`config.mk`:
```
export PLATFORM = sky130hd
export DESIGN_NAME = zx_io_top
export DESIGN_NICKNAME = d
export VERILOG_FILES = /design/src/hw/zx_io_pkg.sv /design/src/hw/io_cycle_decode.sv /design/src/hw/machine_cfg_regs.sv /design/src/hw/paging_regs.sv /design/src/hw/port_read_mux.sv /design/src/hw/zx_io_top.sv
export VERILOG_INCLUDE_DIRS = /design/src /design/src/hw
export SDC_FILE = /design/constraint.sdc
export NUM_CORES = 1
export LEC_CHECK = 0
export BUFFER_PORTS_ARGS = -buffer_cell sky130_fd_sc_hd__buf_2
export CORE_UTILIZATION = 52
export DETAILED_ROUTE_END_ITERATION = 12
export GPL_TIMING_DRIVEN = 0
export PLACE_DENSITY_LB_ADDON = 0.12
export SYNTH_ARGS = -nofsm -noshare
export SYNTH_HDL_FRONTEND = slang
export SYNTH_SLANG_ARGS = --single-unit
```
`constraint.sdc`:
```
create_clock -name fclk -period 3.25 [get_ports fclk]
set_clock_uncertainty 0.15 [all_clocks]
set_input_delay 0.1625 -clock fclk [delete_from_list [all_inputs] [get_ports fclk]]
set_output_delay 0.1625 -clock fclk [all_outputs]
set_load 0.005 [all_outputs]
```
`src/hw/zx_io_settings.svh`:
```
/* port numbers, BD sub-addresses, idle read value
   and register reset values for the I/O port block */

`ifndef ZX_IO_SETTINGS_SVH
`define ZX_IO_SETTINGS_SVH

// low address byte of each port
`define ZX_PORT_FE      8'hFE // border, beeper, keyboard
`define ZX_PORT_F6      8'hF6 // border alias
`define ZX_PORT_FC      8'hFC // border and 7FFD alias
`define ZX_PORT_FD      8'hFD // 7FFD paging
`define ZX_PORT_F7      8'hF7 // EFF7
`define ZX_PORT_BF      8'hBF // config
`define ZX_PORT_BE      8'hBE // nmi clear, readback
`define ZX_PORT_BD      8'hBD // break addr, fdd mask, readback
`define ZX_PORT_ULAPLUS 8'h3B

// BD/BE sub-addresses on a12..a8
`define ZX_BD_P7FFD     5'h0A
`define ZX_BD_PEFF7     5'h0B
`define ZX_BD_BORDERRD  5'h0F
`define ZX_BD_LOBRK     5'h10
`define ZX_BD_HIBRK     5'h11
`define ZX_BD_FDDMASK   5'h13

`define ZX_IDLE_READ    8'hFF // floating bus on unmatched port

`define ZX_RST_P7FFD    8'h00
`define ZX_RST_PEFF7    8'h00
`define ZX_RST_BORDER   4'h0

`endif

```
`src/hw/zx_io_pkg.sv`:
```
/* port select flags, registered write cycle struct
   and the two-view ULAplus data byte */

package zx_io_pkg;

	////////////////////////////////////////////////////////////
	// port hit flags from the low address byte
	////////////////////////////////////////////////////////////

	typedef struct packed
	{
		logic fe_group; // FE, F6 or FC
		logic fe_only;  // FE proper, only with fe_group
		logic p7ffd;    // FD/FC with a15=0
		logic peff7;    // F7, a12=0, a8 swapped by shadow
		logic bf;       // config port
		logic be;       // nmi clear
		logic bd;       // break/fdd/readback
		logic ulaplus;  // 3B
	} port_sel_s;

	////////////////////////////////////////////////////////////
	// one I/O write, captured at the start of the cycle
	////////////////////////////////////////////////////////////

	typedef struct packed
	{
		logic       wr;  // one fclk pulse per bus write
		port_sel_s  sel; // which port got hit
		logic [7:0] ahi; // a15..a8, sub-address and a14
		logic       a3;  // low byte bit 3, border bright bit
		logic [7:0] din; // cpu data
	} bus_wr_s;

	////////////////////////////////////////////////////////////
	// ULAplus data byte
	////////////////////////////////////////////////////////////

	// a14=0: select/address write
	typedef struct packed
	{
		logic [1:0] grp;  // 00 palette, 01 mode
		logic [5:0] addr; // palette entry
	} ulaplus_sel_s;

	// a14=1: colour as the cpu writes it
	typedef struct packed
	{
		logic [2:0] g;
		logic [2:0] r;
		logic [1:0] b;
	} ulaplus_col_s;

	typedef union packed
	{
		logic [7:0]   raw;
		ulaplus_sel_s sel;
		ulaplus_col_s col;
	} ulaplus_word_u;

endpackage

```
`src/hw/io_cycle_decode.sv`:
```
/* bus cycle edge detect, port decode, write pulse
   generation, porthit and data bus output enable */

`timescale 1ns/1ns
`include "zx_io_settings.svh"

module io_cycle_decode
(
	input  logic                  fclk,
	input  logic                  rst_n,
	input  logic [15:0]           a,
	input  logic [7:0]            din,
	input  logic                  iorq_n,
	input  logic                  rd_n,
	input  logic                  wr_n,
	input  logic                  shadow,     // from BF config or dos
	output zx_io_pkg::bus_wr_s    bus_wr,
	output zx_io_pkg::port_sel_s  rd_sel,
	output logic                  porthit,
	output logic                  dataout_en
);

	logic [7:0] loa;
	zx_io_pkg::port_sel_s dec_sel; // live decode of the current address
	logic iowr_now;                // write strobe as seen this edge
	logic iowr_q;                  // previous sample
	logic wr_start;
	logic wr_pulse;
	zx_io_pkg::port_sel_s wr_sel;
	logic [7:0] wr_ahi;
	logic [7:0] wr_din;
	logic wr_a3;

	assign loa = a[7:0];

	////////////////////////////////////////////////////////////
	// port decode
	////////////////////////////////////////////////////////////

	always_comb
	begin
		dec_sel = '0;
		dec_sel.fe_group = (loa == `ZX_PORT_FE) || (loa == `ZX_PORT_F6) || (loa == `ZX_PORT_FC);
		dec_sel.fe_only  = (loa == `ZX_PORT_FE);
		dec_sel.p7ffd    = ((loa == `ZX_PORT_FD) || (loa == `ZX_PORT_FC)) && !a[15];
		// EFF7 lives at a8=1 normally, a8=0 in shadow mode
		dec_sel.peff7    = (loa == `ZX_PORT_F7) && !a[12] && (a[8] != shadow);
		dec_sel.bf       = (loa == `ZX_PORT_BF);
		dec_sel.be       = (loa == `ZX_PORT_BE);
		dec_sel.bd       = (loa == `ZX_PORT_BD);
		dec_sel.ulaplus  = (loa == `ZX_PORT_ULAPLUS);
	end

	assign rd_sel     = dec_sel;
	assign porthit    = |dec_sel;
	assign dataout_en = porthit && !iorq_n && !rd_n; // drive cpu bus on our own reads

	////////////////////////////////////////////////////////////
	// write edge detect
	////////////////////////////////////////////////////////////

	assign iowr_now = !(iorq_n || wr_n);
	assign wr_start = iowr_now && !iowr_q; // first active sample only

	always_ff @(posedge fclk or negedge rst_n)
		if (!rst_n)
		begin
			iowr_q   <= 1'b0;
			wr_pulse <= 1'b0;
		end
		else
		begin
			iowr_q   <= iowr_now;
			wr_pulse <= wr_start;
		end

	// address and data frozen with the pulse
	always_ff @(posedge fclk)
		if (wr_start)
		begin
			wr_sel       <= dec_sel;
			wr_sel.peff7 <= dec_sel.peff7 && !shadow; // shadow EFF7 is read-only
			wr_ahi       <= a[15:8];
			wr_a3        <= a[3];
			wr_din       <= din;
		end

	assign bus_wr = '{wr: wr_pulse, sel: wr_sel, ahi: wr_ahi, a3: wr_a3, din: wr_din};

	// FC may alias 7FFD, otherwise a write hits one register group
	a_one_port_per_write: assert property (@(posedge fclk) disable iff (!rst_n)
		bus_wr.wr |-> $onehot0({bus_wr.sel.fe_group || bus_wr.sel.p7ffd, bus_wr.sel.peff7,
			bus_wr.sel.bf, bus_wr.sel.be, bus_wr.sel.bd, bus_wr.sel.ulaplus}));

endmodule

```
`src/hw/machine_cfg_regs.sv`:
```
/* border and beeper, BF config, BE nmi clear,
   BD break address and fdd mask, ULAplus registers */

`timescale 1ns/1ns
`include "zx_io_settings.svh"

module machine_cfg_regs
(
	input  logic               fclk,
	input  logic               rst_n,
	input  zx_io_pkg::bus_wr_s bus_wr,
	input  logic               dos,
	output logic               shadow,
	output logic               shadow_en,
	output logic [3:0]         border,
	output logic               beeper_wr,
	output logic               romrw_en,
	output logic               fntw_en,
	output logic               set_nmi,
	output logic               brk_ena,
	output logic               clr_nmi,
	output logic [15:0]        brk_addr,
	output logic [3:0]         fdd_mask,
	output logic               up_ena,
	output logic [5:0]         up_paladdr,
	output logic [7:0]         up_paldata,
	output logic               up_palwr,
	output logic [7:0]         up_lastwritten
);

	logic [4:0] bd_sub;               // a12..a8
	logic up_wr;
	logic up_a14;
	logic up_select;                  // 1 mode, 0 palette
	zx_io_pkg::ulaplus_word_u up_word;

	assign bd_sub  = bus_wr.ahi[4:0];
	assign up_wr   = bus_wr.wr && bus_wr.sel.ulaplus;
	assign up_a14  = bus_wr.ahi[6];
	assign up_word = bus_wr.din;

	////////////////////////////////////////////////////////////
	// config and control registers
	////////////////////////////////////////////////////////////

	always_ff @(posedge fclk or negedge rst_n)
		if (!rst_n)
		begin
			border     <= `ZX_RST_BORDER;
			shadow_en  <= 1'b0;
			romrw_en   <= 1'b0;
			fntw_en    <= 1'b0;
			set_nmi    <= 1'b0;
			brk_ena    <= 1'b0;
			brk_addr   <= 16'h0000;
			fdd_mask   <= 4'h0;
			up_ena     <= 1'b0;
			up_select  <= 1'b0;
			up_paladdr <= 6'h00;
		end
		else
		begin
			if (bus_wr.wr && bus_wr.sel.fe_group)
				border <= {!bus_wr.a3, bus_wr.din[2:0]}; // F6 gives bright
			if (bus_wr.wr && bus_wr.sel.bf)
				{brk_ena, set_nmi, fntw_en, romrw_en, shadow_en} <= bus_wr.din[4:0];
			if (bus_wr.wr && bus_wr.sel.bd)
			begin
				if (bd_sub == `ZX_BD_LOBRK)
					brk_addr[7:0] <= bus_wr.din;
				if (bd_sub == `ZX_BD_HIBRK)
					brk_addr[15:8] <= bus_wr.din;
				if (bd_sub == `ZX_BD_FDDMASK)
					fdd_mask <= bus_wr.din[3:0];
			end
			// ULAplus select write
			if (up_wr && !up_a14)
			begin
				if (up_word.sel.grp == 2'b01)
					up_select <= 1'b1;
				else if (up_word.sel.grp == 2'b00)
				begin
					up_select  <= 1'b0;
					up_paladdr <= up_word.sel.addr;
				end
			end
			if (up_wr && up_a14 && up_select)
				up_ena <= bus_wr.din[0]; // mode write
		end

	always_ff @(posedge fclk)
		if (up_wr && up_a14)
			up_lastwritten <= bus_wr.din; // 3B data readback

	assign shadow    = dos || shadow_en;
	assign beeper_wr = bus_wr.wr && bus_wr.sel.fe_only;
	assign clr_nmi   = bus_wr.wr && bus_wr.sel.be;

	// colour data write, G3R3B2 in, R3G3B2 out
	assign up_palwr   = up_wr && up_a14 && !up_select;
	assign up_paldata = {up_word.col.r, up_word.col.g, up_word.col.b};

	a_palwr_single: assert property (@(posedge fclk) disable iff (!rst_n)
		up_palwr |=> !up_palwr);

endmodule

```
`src/hw/paging_regs.sv`:
```
/* 7FFD and EFF7 paging registers with the 1M lock,
   masked outputs and Pentagon-1M page number */

`timescale 1ns/1ns
`include "zx_io_settings.svh"

module paging_regs
(
	input  logic               fclk,
	input  logic               rst_n,
	input  zx_io_pkg::bus_wr_s bus_wr,
	output logic [7:0]         p7ffd,
	output logic [7:0]         peff7,
	output logic [7:0]         p7ffd_raw,
	output logic [7:0]         peff7_raw,
	output logic [5:0]         pent1m_page,
	output logic               pent1m_rom,
	output logic               pent1m_1m_on,
	output logic               pent1m_ram0_0
);

	logic [7:0] p7ffd_q;
	logic [7:0] peff7_q;
	logic block1m;   // EFF7 bit 2, 128k-compatible mode
	logic block7ffd; // 48k lock set while block1m

	assign block1m   = peff7_q[2];
	assign block7ffd = p7ffd_q[5] && block1m;

	always_ff @(posedge fclk or negedge rst_n)
		if (!rst_n)
		begin
			p7ffd_q <= `ZX_RST_P7FFD;
			peff7_q <= `ZX_RST_PEFF7;
		end
		else
		begin
			if (bus_wr.wr && bus_wr.sel.p7ffd && !block7ffd)
				p7ffd_q <= bus_wr.din; // 2..0 page, 3 screen, 4 rom, 5 lock, 7..6 hi page
			if (bus_wr.wr && bus_wr.sel.peff7)
				peff7_q <= bus_wr.din;
		end

	// hide 1M extensions in 128k mode
	assign p7ffd = {(block1m ? 3'b000 : p7ffd_q[7:5]), p7ffd_q[4:0]};
	assign peff7 = block1m ? {peff7_q[7], 1'b0, peff7_q[5:4], 3'b000, peff7_q[0]} : peff7_q;

	assign p7ffd_raw = p7ffd_q; // readback sees the stored bytes
	assign peff7_raw = peff7_q;

	assign pent1m_page   = {p7ffd_q[7:5], p7ffd_q[2:0]};
	assign pent1m_rom    = p7ffd_q[4];
	assign pent1m_1m_on  = !peff7_q[2];
	assign pent1m_ram0_0 = peff7_q[3]; // ram page 0 in rom area

	// the 48k lock holds until an EFF7 write clears block1m
	a_7ffd_locked: assert property (@(posedge fclk) disable iff (!rst_n)
		block7ffd && !(bus_wr.wr && bus_wr.sel.peff7) |=> block7ffd);

endmodule

```
`src/hw/port_read_mux.sv`:
```
/* cpu read data byte: keyboard/tape, BF config,
   BE/BD readback and ULAplus last written value */

`timescale 1ns/1ns
`include "zx_io_settings.svh"

module port_read_mux
(
	input  zx_io_pkg::port_sel_s rd_sel,
	input  logic [15:0]          a,
	input  logic [4:0]           keys_in,
	input  logic                 tape_read,
	input  logic [7:0]           p7ffd_raw,
	input  logic [7:0]           peff7_raw,
	input  logic [3:0]           border,
	input  logic [15:0]          brk_addr,
	input  logic [3:0]           fdd_mask,
	input  logic                 shadow_en,
	input  logic                 romrw_en,
	input  logic                 fntw_en,
	input  logic                 set_nmi,
	input  logic                 brk_ena,
	input  logic [7:0]           up_lastwritten,
	output logic [7:0]           dout
);

	logic [7:0] bd_mux;

	////////////////////////////////////////////////////////////
	// BE/BD readback by a12..a8
	////////////////////////////////////////////////////////////

	always_comb
		case (a[12:8])
			`ZX_BD_P7FFD:    bd_mux = p7ffd_raw;
			`ZX_BD_PEFF7:    bd_mux = peff7_raw;
			`ZX_BD_BORDERRD: bd_mux = {4'h0, border};
			`ZX_BD_LOBRK:    bd_mux = brk_addr[7:0];
			`ZX_BD_HIBRK:    bd_mux = brk_addr[15:8];
			`ZX_BD_FDDMASK:  bd_mux = {4'h0, fdd_mask};
			default:         bd_mux = `ZX_IDLE_READ;
		endcase

	////////////////////////////////////////////////////////////
	// port mux
	////////////////////////////////////////////////////////////

	always_comb
	begin
		if (rd_sel.fe_group)
			dout = {1'b1, tape_read, 1'b0, keys_in}; // keys active low
		else if (rd_sel.bf)
			dout = {3'b000, brk_ena, set_nmi, fntw_en, romrw_en, shadow_en};
		else if (rd_sel.be || rd_sel.bd)
			dout = bd_mux;
		else if (rd_sel.ulaplus)
			dout = up_lastwritten;
		else
			dout = `ZX_IDLE_READ; // paging ports too, write-only
	end

endmodule

```
`src/hw/zx_io_top.sv`:
```
/* I/O port block top: decoder, paging and config
   registers, read mux */

`timescale 1ns/1ns

module zx_io_top
(
	input  logic        fclk,
	input  logic        rst_n,
	input  logic [15:0] a,
	input  logic [7:0]  din,
	input  logic        iorq_n,
	input  logic        rd_n,
	input  logic        wr_n,
	input  logic        dos,
	input  logic [4:0]  keys_in,
	input  logic        tape_read,
	output logic [7:0]  dout,
	output logic        dataout,
	output logic        porthit,
	output logic [7:0]  p7ffd,
	output logic [7:0]  peff7,
	output logic [5:0]  pent1m_page,
	output logic        pent1m_rom,
	output logic        pent1m_1m_on,
	output logic        pent1m_ram0_0,
	output logic [3:0]  border,
	output logic        beeper_wr,
	output logic        romrw_en,
	output logic        fntw_en,
	output logic        set_nmi,
	output logic        brk_ena,
	output logic        clr_nmi,
	output logic [15:0] brk_addr,
	output logic [3:0]  fdd_mask,
	output logic        up_ena,
	output logic [5:0]  up_paladdr,
	output logic [7:0]  up_paldata,
	output logic        up_palwr
);

	zx_io_pkg::bus_wr_s   bus_wr;
	zx_io_pkg::port_sel_s rd_sel;
	logic shadow;              // back into the decoder for EFF7
	logic shadow_en;
	logic [7:0] p7ffd_raw;
	logic [7:0] peff7_raw;
	logic [7:0] up_lastwritten;

	io_cycle_decode i_decode
	(
		.fclk(fclk), .rst_n(rst_n), .a(a), .din(din),
		.iorq_n(iorq_n), .rd_n(rd_n), .wr_n(wr_n), .shadow(shadow),
		.bus_wr(bus_wr), .rd_sel(rd_sel), .porthit(porthit), .dataout_en(dataout)
	);

	paging_regs i_paging
	(
		.fclk(fclk), .rst_n(rst_n), .bus_wr(bus_wr),
		.p7ffd(p7ffd), .peff7(peff7), .p7ffd_raw(p7ffd_raw), .peff7_raw(peff7_raw),
		.pent1m_page(pent1m_page), .pent1m_rom(pent1m_rom),
		.pent1m_1m_on(pent1m_1m_on), .pent1m_ram0_0(pent1m_ram0_0)
	);

	machine_cfg_regs i_cfg
	(
		.fclk(fclk), .rst_n(rst_n), .bus_wr(bus_wr), .dos(dos),
		.shadow(shadow), .shadow_en(shadow_en), .border(border), .beeper_wr(beeper_wr),
		.romrw_en(romrw_en), .fntw_en(fntw_en), .set_nmi(set_nmi), .brk_ena(brk_ena),
		.clr_nmi(clr_nmi), .brk_addr(brk_addr), .fdd_mask(fdd_mask),
		.up_ena(up_ena), .up_paladdr(up_paladdr), .up_paldata(up_paldata),
		.up_palwr(up_palwr), .up_lastwritten(up_lastwritten)
	);

	port_read_mux i_rdmux
	(
		.rd_sel(rd_sel), .a(a), .keys_in(keys_in), .tape_read(tape_read),
		.p7ffd_raw(p7ffd_raw), .peff7_raw(peff7_raw), .border(border),
		.brk_addr(brk_addr), .fdd_mask(fdd_mask), .shadow_en(shadow_en),
		.romrw_en(romrw_en), .fntw_en(fntw_en), .set_nmi(set_nmi), .brk_ena(brk_ena),
		.up_lastwritten(up_lastwritten), .dout(dout)
	);

endmodule

```
# Word-level counts from Yosys, hierarchy flattened
# Cells that the tools add are included.
[word_totals] out_inout_bits=81 reg_bits=87 wordCells=105 input_bits=36
[classes] bitwise_logic=1 n_reduce_logical=47 eq_ne=20 muxes=9
[op_table] operator="$eq 8x8->1 const B" n=8
[op_table] operator="$pmux 8 s6" n=1
[op_table] operator="$mux 8" n=4
[op_table] operator="$eq 5x5->1 const B" n=6
[op_table] operator="$logic_and 1x1->1" n=21
[op_table] operator="$eq 5x4->1 const B" n=3
[op_table] operator="$logic_not 1->1" n=12
[op_table] operator="$eq 8x6->1 const B" n=1
[op_table] operator="$reduce_and 2->1" n=4
[op_table] operator="$reduce_or 8->1" n=1
[op_table] operator="$mux 7" n=1
[op_table] operator="$logic_or 1x1->1" n=6
[op_table] operator="$mux 3" n=1
[op_table] operator="$reduce_and 3->1" n=1
[op_table] operator="$eq 2x1->1 const B" n=1
[op_table] operator="$logic_not 2->1" n=1
[op_table] operator="$mux 1" n=2
[op_table] operator="$reduce_bool 2->1" n=1
[op_table] operator="$ne 1x1->1" n=1
[op_table] operator="$not 1->1" n=1

# Logic depth before layout (Yosys ltp)
[depth] ltp_word=6 depth_mapped=7 depth_no_buf=5

# By module
# From an unflattened synthesis, not the netlist that was laid out.
[hier_totals] cells_unflattened=317 hier_area_um2=4277.9
[modules_own_cells] module="machine_cfg_regs" cells_each=108 area_each_um2=1788.0 seq_area_each_um2=1166.1 instances=1
[modules_own_cells] module="io_cycle_decode" cells_each=59 area_each_um2=1029.7 seq_area_each_um2=800.8 instances=1
[modules_own_cells] module="paging_regs" cells_each=64 area_each_um2=815.8 seq_area_each_um2=400.4 instances=1
[modules_own_cells] module="port_read_mux" cells_each=86 area_each_um2=644.4 seq_area_each_um2=0.0 instances=1

# Worst setup path before layout
# No wires, ideal clock.
[synth_path] kind="register to register" from="register i_decode.iowr_q" to="register i_decode.wr_sel (netlist bit i_decode.bus_wr[17]) (enable)" slack_ps=682 n_path_buf=0 synth_period_minus_slack_ps=2568 required_ps=2666 setup_ps=434 stages_incl_launch_ff=2 arrival_ps=1984 cell_sequence="dfrtp_1 nor3_1"
[synth_between] elab_chain_cells=2
[synth_rtl] element="from (decl)" line_no="io_cycle_decode.sv:26" source="logic iowr_q;"
[synth_rtl] element="from (signal assigned)" line_no="io_cycle_decode.sv:73" source="iowr_q <= iowr_now;"
[synth_rtl] element="$logic_not 1->1" line_no="io_cycle_decode.sv:63" source="assign wr_start = iowr_now && !iowr_q;"
[synth_rtl] element="$logic_and 1x1->1" line_no="io_cycle_decode.sv:63"
[synth_rtl] element="named net i_decode.wr_start" line_no="io_cycle_decode.sv:27" source="logic wr_start;"
[synth_rtl] element="to (signal assigned)" line_no="io_cycle_decode.sv:81" source="wr_sel <= dec_sel;"
[synth_rtl] element="to (decl)" line_no="io_cycle_decode.sv:29" source="zx_io_pkg::port_sel_s wr_sel;"
# The timed path passes the listed nets, and every way through them passes these cells.
# A chain may end at the register's enable or synchronous reset.

# Worst setup path in the final report
[layout_path] from="input port a[11]" to="output port dout[0]"
[layout_between] elab_chain_cells=5 word_cells_on_any_way=10 cone_classes="eq/ne (6); mux (4)"
[layout_rtl] element="from (decl)" line_no="zx_io_top.sv:10" source="input logic [15:0] a,"
[layout_rtl] element="$eq 5x5->1 or $eq 5x4->1 (tied branches)" line_no="port_read_mux.sv:34" source="case (a[12:8])"
[layout_rtl] element="$pmux 8 s6 (*)" line_no="port_read_mux.sv:34"
[layout_rtl] element="$mux 8 (*)" line_no="port_read_mux.sv:54" source="else if (rd_sel.be || rd_sel.bd)"
[layout_rtl] element="$mux 8 (*)" line_no="port_read_mux.sv:52" source="else if (rd_sel.bf)"
[layout_rtl] element="$mux 8 (*)" line_no="port_read_mux.sv:50" source="if (rd_sel.fe_group)"
[layout_rtl] element="to (decl)" line_no="zx_io_top.sv:18" source="output logic [7:0] dout,"
# Every way passes the cells marked *; elsewhere a longest branch is shown, timed or not.

==> results.md <==
- CP max FO: 10
- Chip Height: 89.4 um
- Worst slew margin: 38.0%
- Vias after detailed routing: 2989
- Max-cap violations: 0
- WP data arrival: 2800 ps
- Crit path required time: 2940 ps
- Fill cells: 561
- Outcome: finished clean
- Via-per-instance ratio: 5.52
- IO Count: 117
- Power Density: 453 nW/um^2
- TritonRoute pass-1 iters: 4
- Residual DRC count: 0
- Commonest non-fill, non-tap cell in the layout: buf_2
- Synth top area cells: dfrtp_1, edfxtp_1, mux2_1
- Detail Route Antenna Nets: 0
- Post-Syn Nets: 327
- Die ar.: 7980 um^2
- Total power: 2.30 mW
- Core area: 7330 um^2
- Main synth FF type: dfrtp_1
- Distinct cell type count after synthesis: 54
- Starting Density: 54.1%
- GP Congestion: 0.837
- Placed Instance Area: 4680 um^2
- Register clock-pin slew on the reported worst setup and hold paths: 90 ps
- Async set-or-reset flop fraction in the synthesized netlist: 64.0%
- Yosys reg bits: 86
- Final period utilization: 95.9%
- Area grow syn2layout: 27.7%
- Final cell count without fillers: 541
- Cells after Synth: 291
- Yosys top cell area share: 34.7%
- Crit Path Class: in -> out
- Post-CTS Setup Bufs: 0
- Setup violators final: 0
- Nets: 473
- Clock latency on the worst-skew pair: 370 ps
- Slew Limit Fails: 0
- Routed len/inst: 18.3 um
- 1st-iter DRT viols: 137
- Commonest non-fill, non-tap cells in the layout: buf_2, dfrtp_1, mux2_1
- Worst Tran Pin Value: 922 ps
- Worst setup SP type: primary input
- Leakage: 2.39 nW
- First-pass GRT wire length: 14800 um
- Routed WL: 9890 um
- Part of the Yosys area used for sequential elements: 58.2%
- RSZ-0062 raised after global routing: false
- Syn avg cell area: 13.6 um^2
- Peak VDD IR: 418 uV
- CTS Buf Count: 9
- Cell taking the most area after synthesis: dfrtp_1
- Number of H-tree levels: 3
- Setup crit end kind: output pin
- Placed cell count: 504
- Vias in the first global route: 2816
- Antenna violations before repair: 0
- HP Class: in -> reg
- Count of synthesis-stage warnings from yosys: 0
- Ant. Diodes: 0
- Final Instance Area: 5070 um^2
- Overall routing resource usage: 25.9%
- Number of enable flip-flop cells after synthesis: 31
- Setup_tns: 0 ps
- Root buffer cell: clkbuf_8
- Max Freq: 321 MHz
- CTS tree: yes
- DP Wirelength: 6960 um
- Layout cells sized above 1: 37.6%
- Post-Syn Area: 3970 um^2
- Width of the die: 89.4 um
- Final Hold Vio Count: 0
- Fin crit period: 3120 ps
- GRT overflow: 0
- Cell Rows: 31
- Clock buffer depth: 2
- Clock Sinks: 86
- Post_cts resized: 0
- Largest net degree at the start of global routing: 56
- Number of port buffers: 112
==> power by group <==
part,internal (mW),switching [mW]
clock network,0.283,0.406
logic,0.186,0.148
registers,1.20,0.0698
total,1.67,0.624
==> registers in the layout (all words and copies together) (netlist names), 4 cells and up <==
name,count
i_cfg.brk_addr,16
i_cfg.up_lastwritten,8
i_decode.bus_wr,8
i_decode.wr_din,8
i_paging.p7ffd_raw,8
i_paging.peff7_raw,8
i_cfg.up_paladdr,6
i_decode.wr_ahi,6
i_cfg.border,4
i_cfg.fdd_mask,4
==> metrics by stage <==
stage | setup WS [ps] | hold slack [ps] | utilization [%]
2_1_floorplan | 682 | -283 | -
3_3_place_gp | -504 | 178 | 63.5
3_5_place_dp | 707 | 191 | 63.9
4_1_cts | 151 | 46.4 | 69.1
5_1_grt | 20.7 | 77.4 | 69.1
6_report | 134 | 55.0 | 69.1
==> worst max-delay path, cell delays in order <==
cell and delay, ps:
dlygate4sd3_1 530, buf_2 140, clkbuf_1 380, nand4b_1 390, a311oi_4 600, a211oi_1 170
a221o_1 300, buf_2 130
==> layout make-up <==
cell class                      instances  area (um^2)  area share, %
Buffer                                 29          188           3.70
Tap cell                               99          124           2.44
Clock buffer                           10          128           2.52
Timing Repair Buffer                  135          800           15.8
Inverter                                2         7.51          0.148
Clock inverter                          6         43.8          0.864
Multi-Input combinational cell        174         1470           29.0
Sequential cell                        86         2310           45.5
==> layer usage <==
metal	part of all wire [%]	up-vias	GRT usage, %
met4	1.3	0	7.50
met3	6.1	10	5.72
met2	51	106	43.1
met1	42	1496	34.3
met5	0	-	0
li1	-	1377	-
==> cells in the mapped netlist, drive strengths merged (3+ instances only) <==
cell    count
dfrtp      55
mux2       53
edfxtp     31
buf        25
nor2       15
nand2      11
mux2i      10
nor3        9
nor2b       8
a211oi      5
a221o       5
a221oi      4
a22oi       4
clkbuf      4
nand3       4
nor3b       4
o22ai       4
a311oi      3
nand4       3
==> worst paths after layout <==
check	slack, ps	start	depth (start not counted)	endpoint
hold / removal	60	a[1]	2	i_decode.bus_wr[18]
max in group asynchronous	2210	rst_n	2	i_paging.p7ffd_raw[6]
hold reg to reg	300	i_decode.wr_a3	1	i_cfg.border[3]
setup / recovery	130	a[11]	8	dout[0]
setup reg to reg	800	i_decode.wr_pulse	5	i_cfg.brk_addr[12]
min in group asynchronous	220	rst_n	2	i_cfg.up_paladdr[5]
==> timing repair <==
action	in CTS	in global routing
setup endpoints to repair	0	0
hold endpoints to repair	74	0
hold buffers	21	0
==> logic make-up (layout without fill, tap and decap cells) <==
family / count (synthesis) / in the layout / share of synthesized area (%)
muxes: 63 / 63 / 17.6
DFF: 86 / 86 / 58.2
other: 1 / 1 / 0.0945
AOI/OAI and AO/OA: 33 / 33 / 6.97
buffers and inverters: 31 / 182 / 4.92
xor gates and xnor gates: 2 / 2 / 0.442
and+or+nand+nor: 75 / 75 / 11.9
Power figures use the tool's default switching activity.
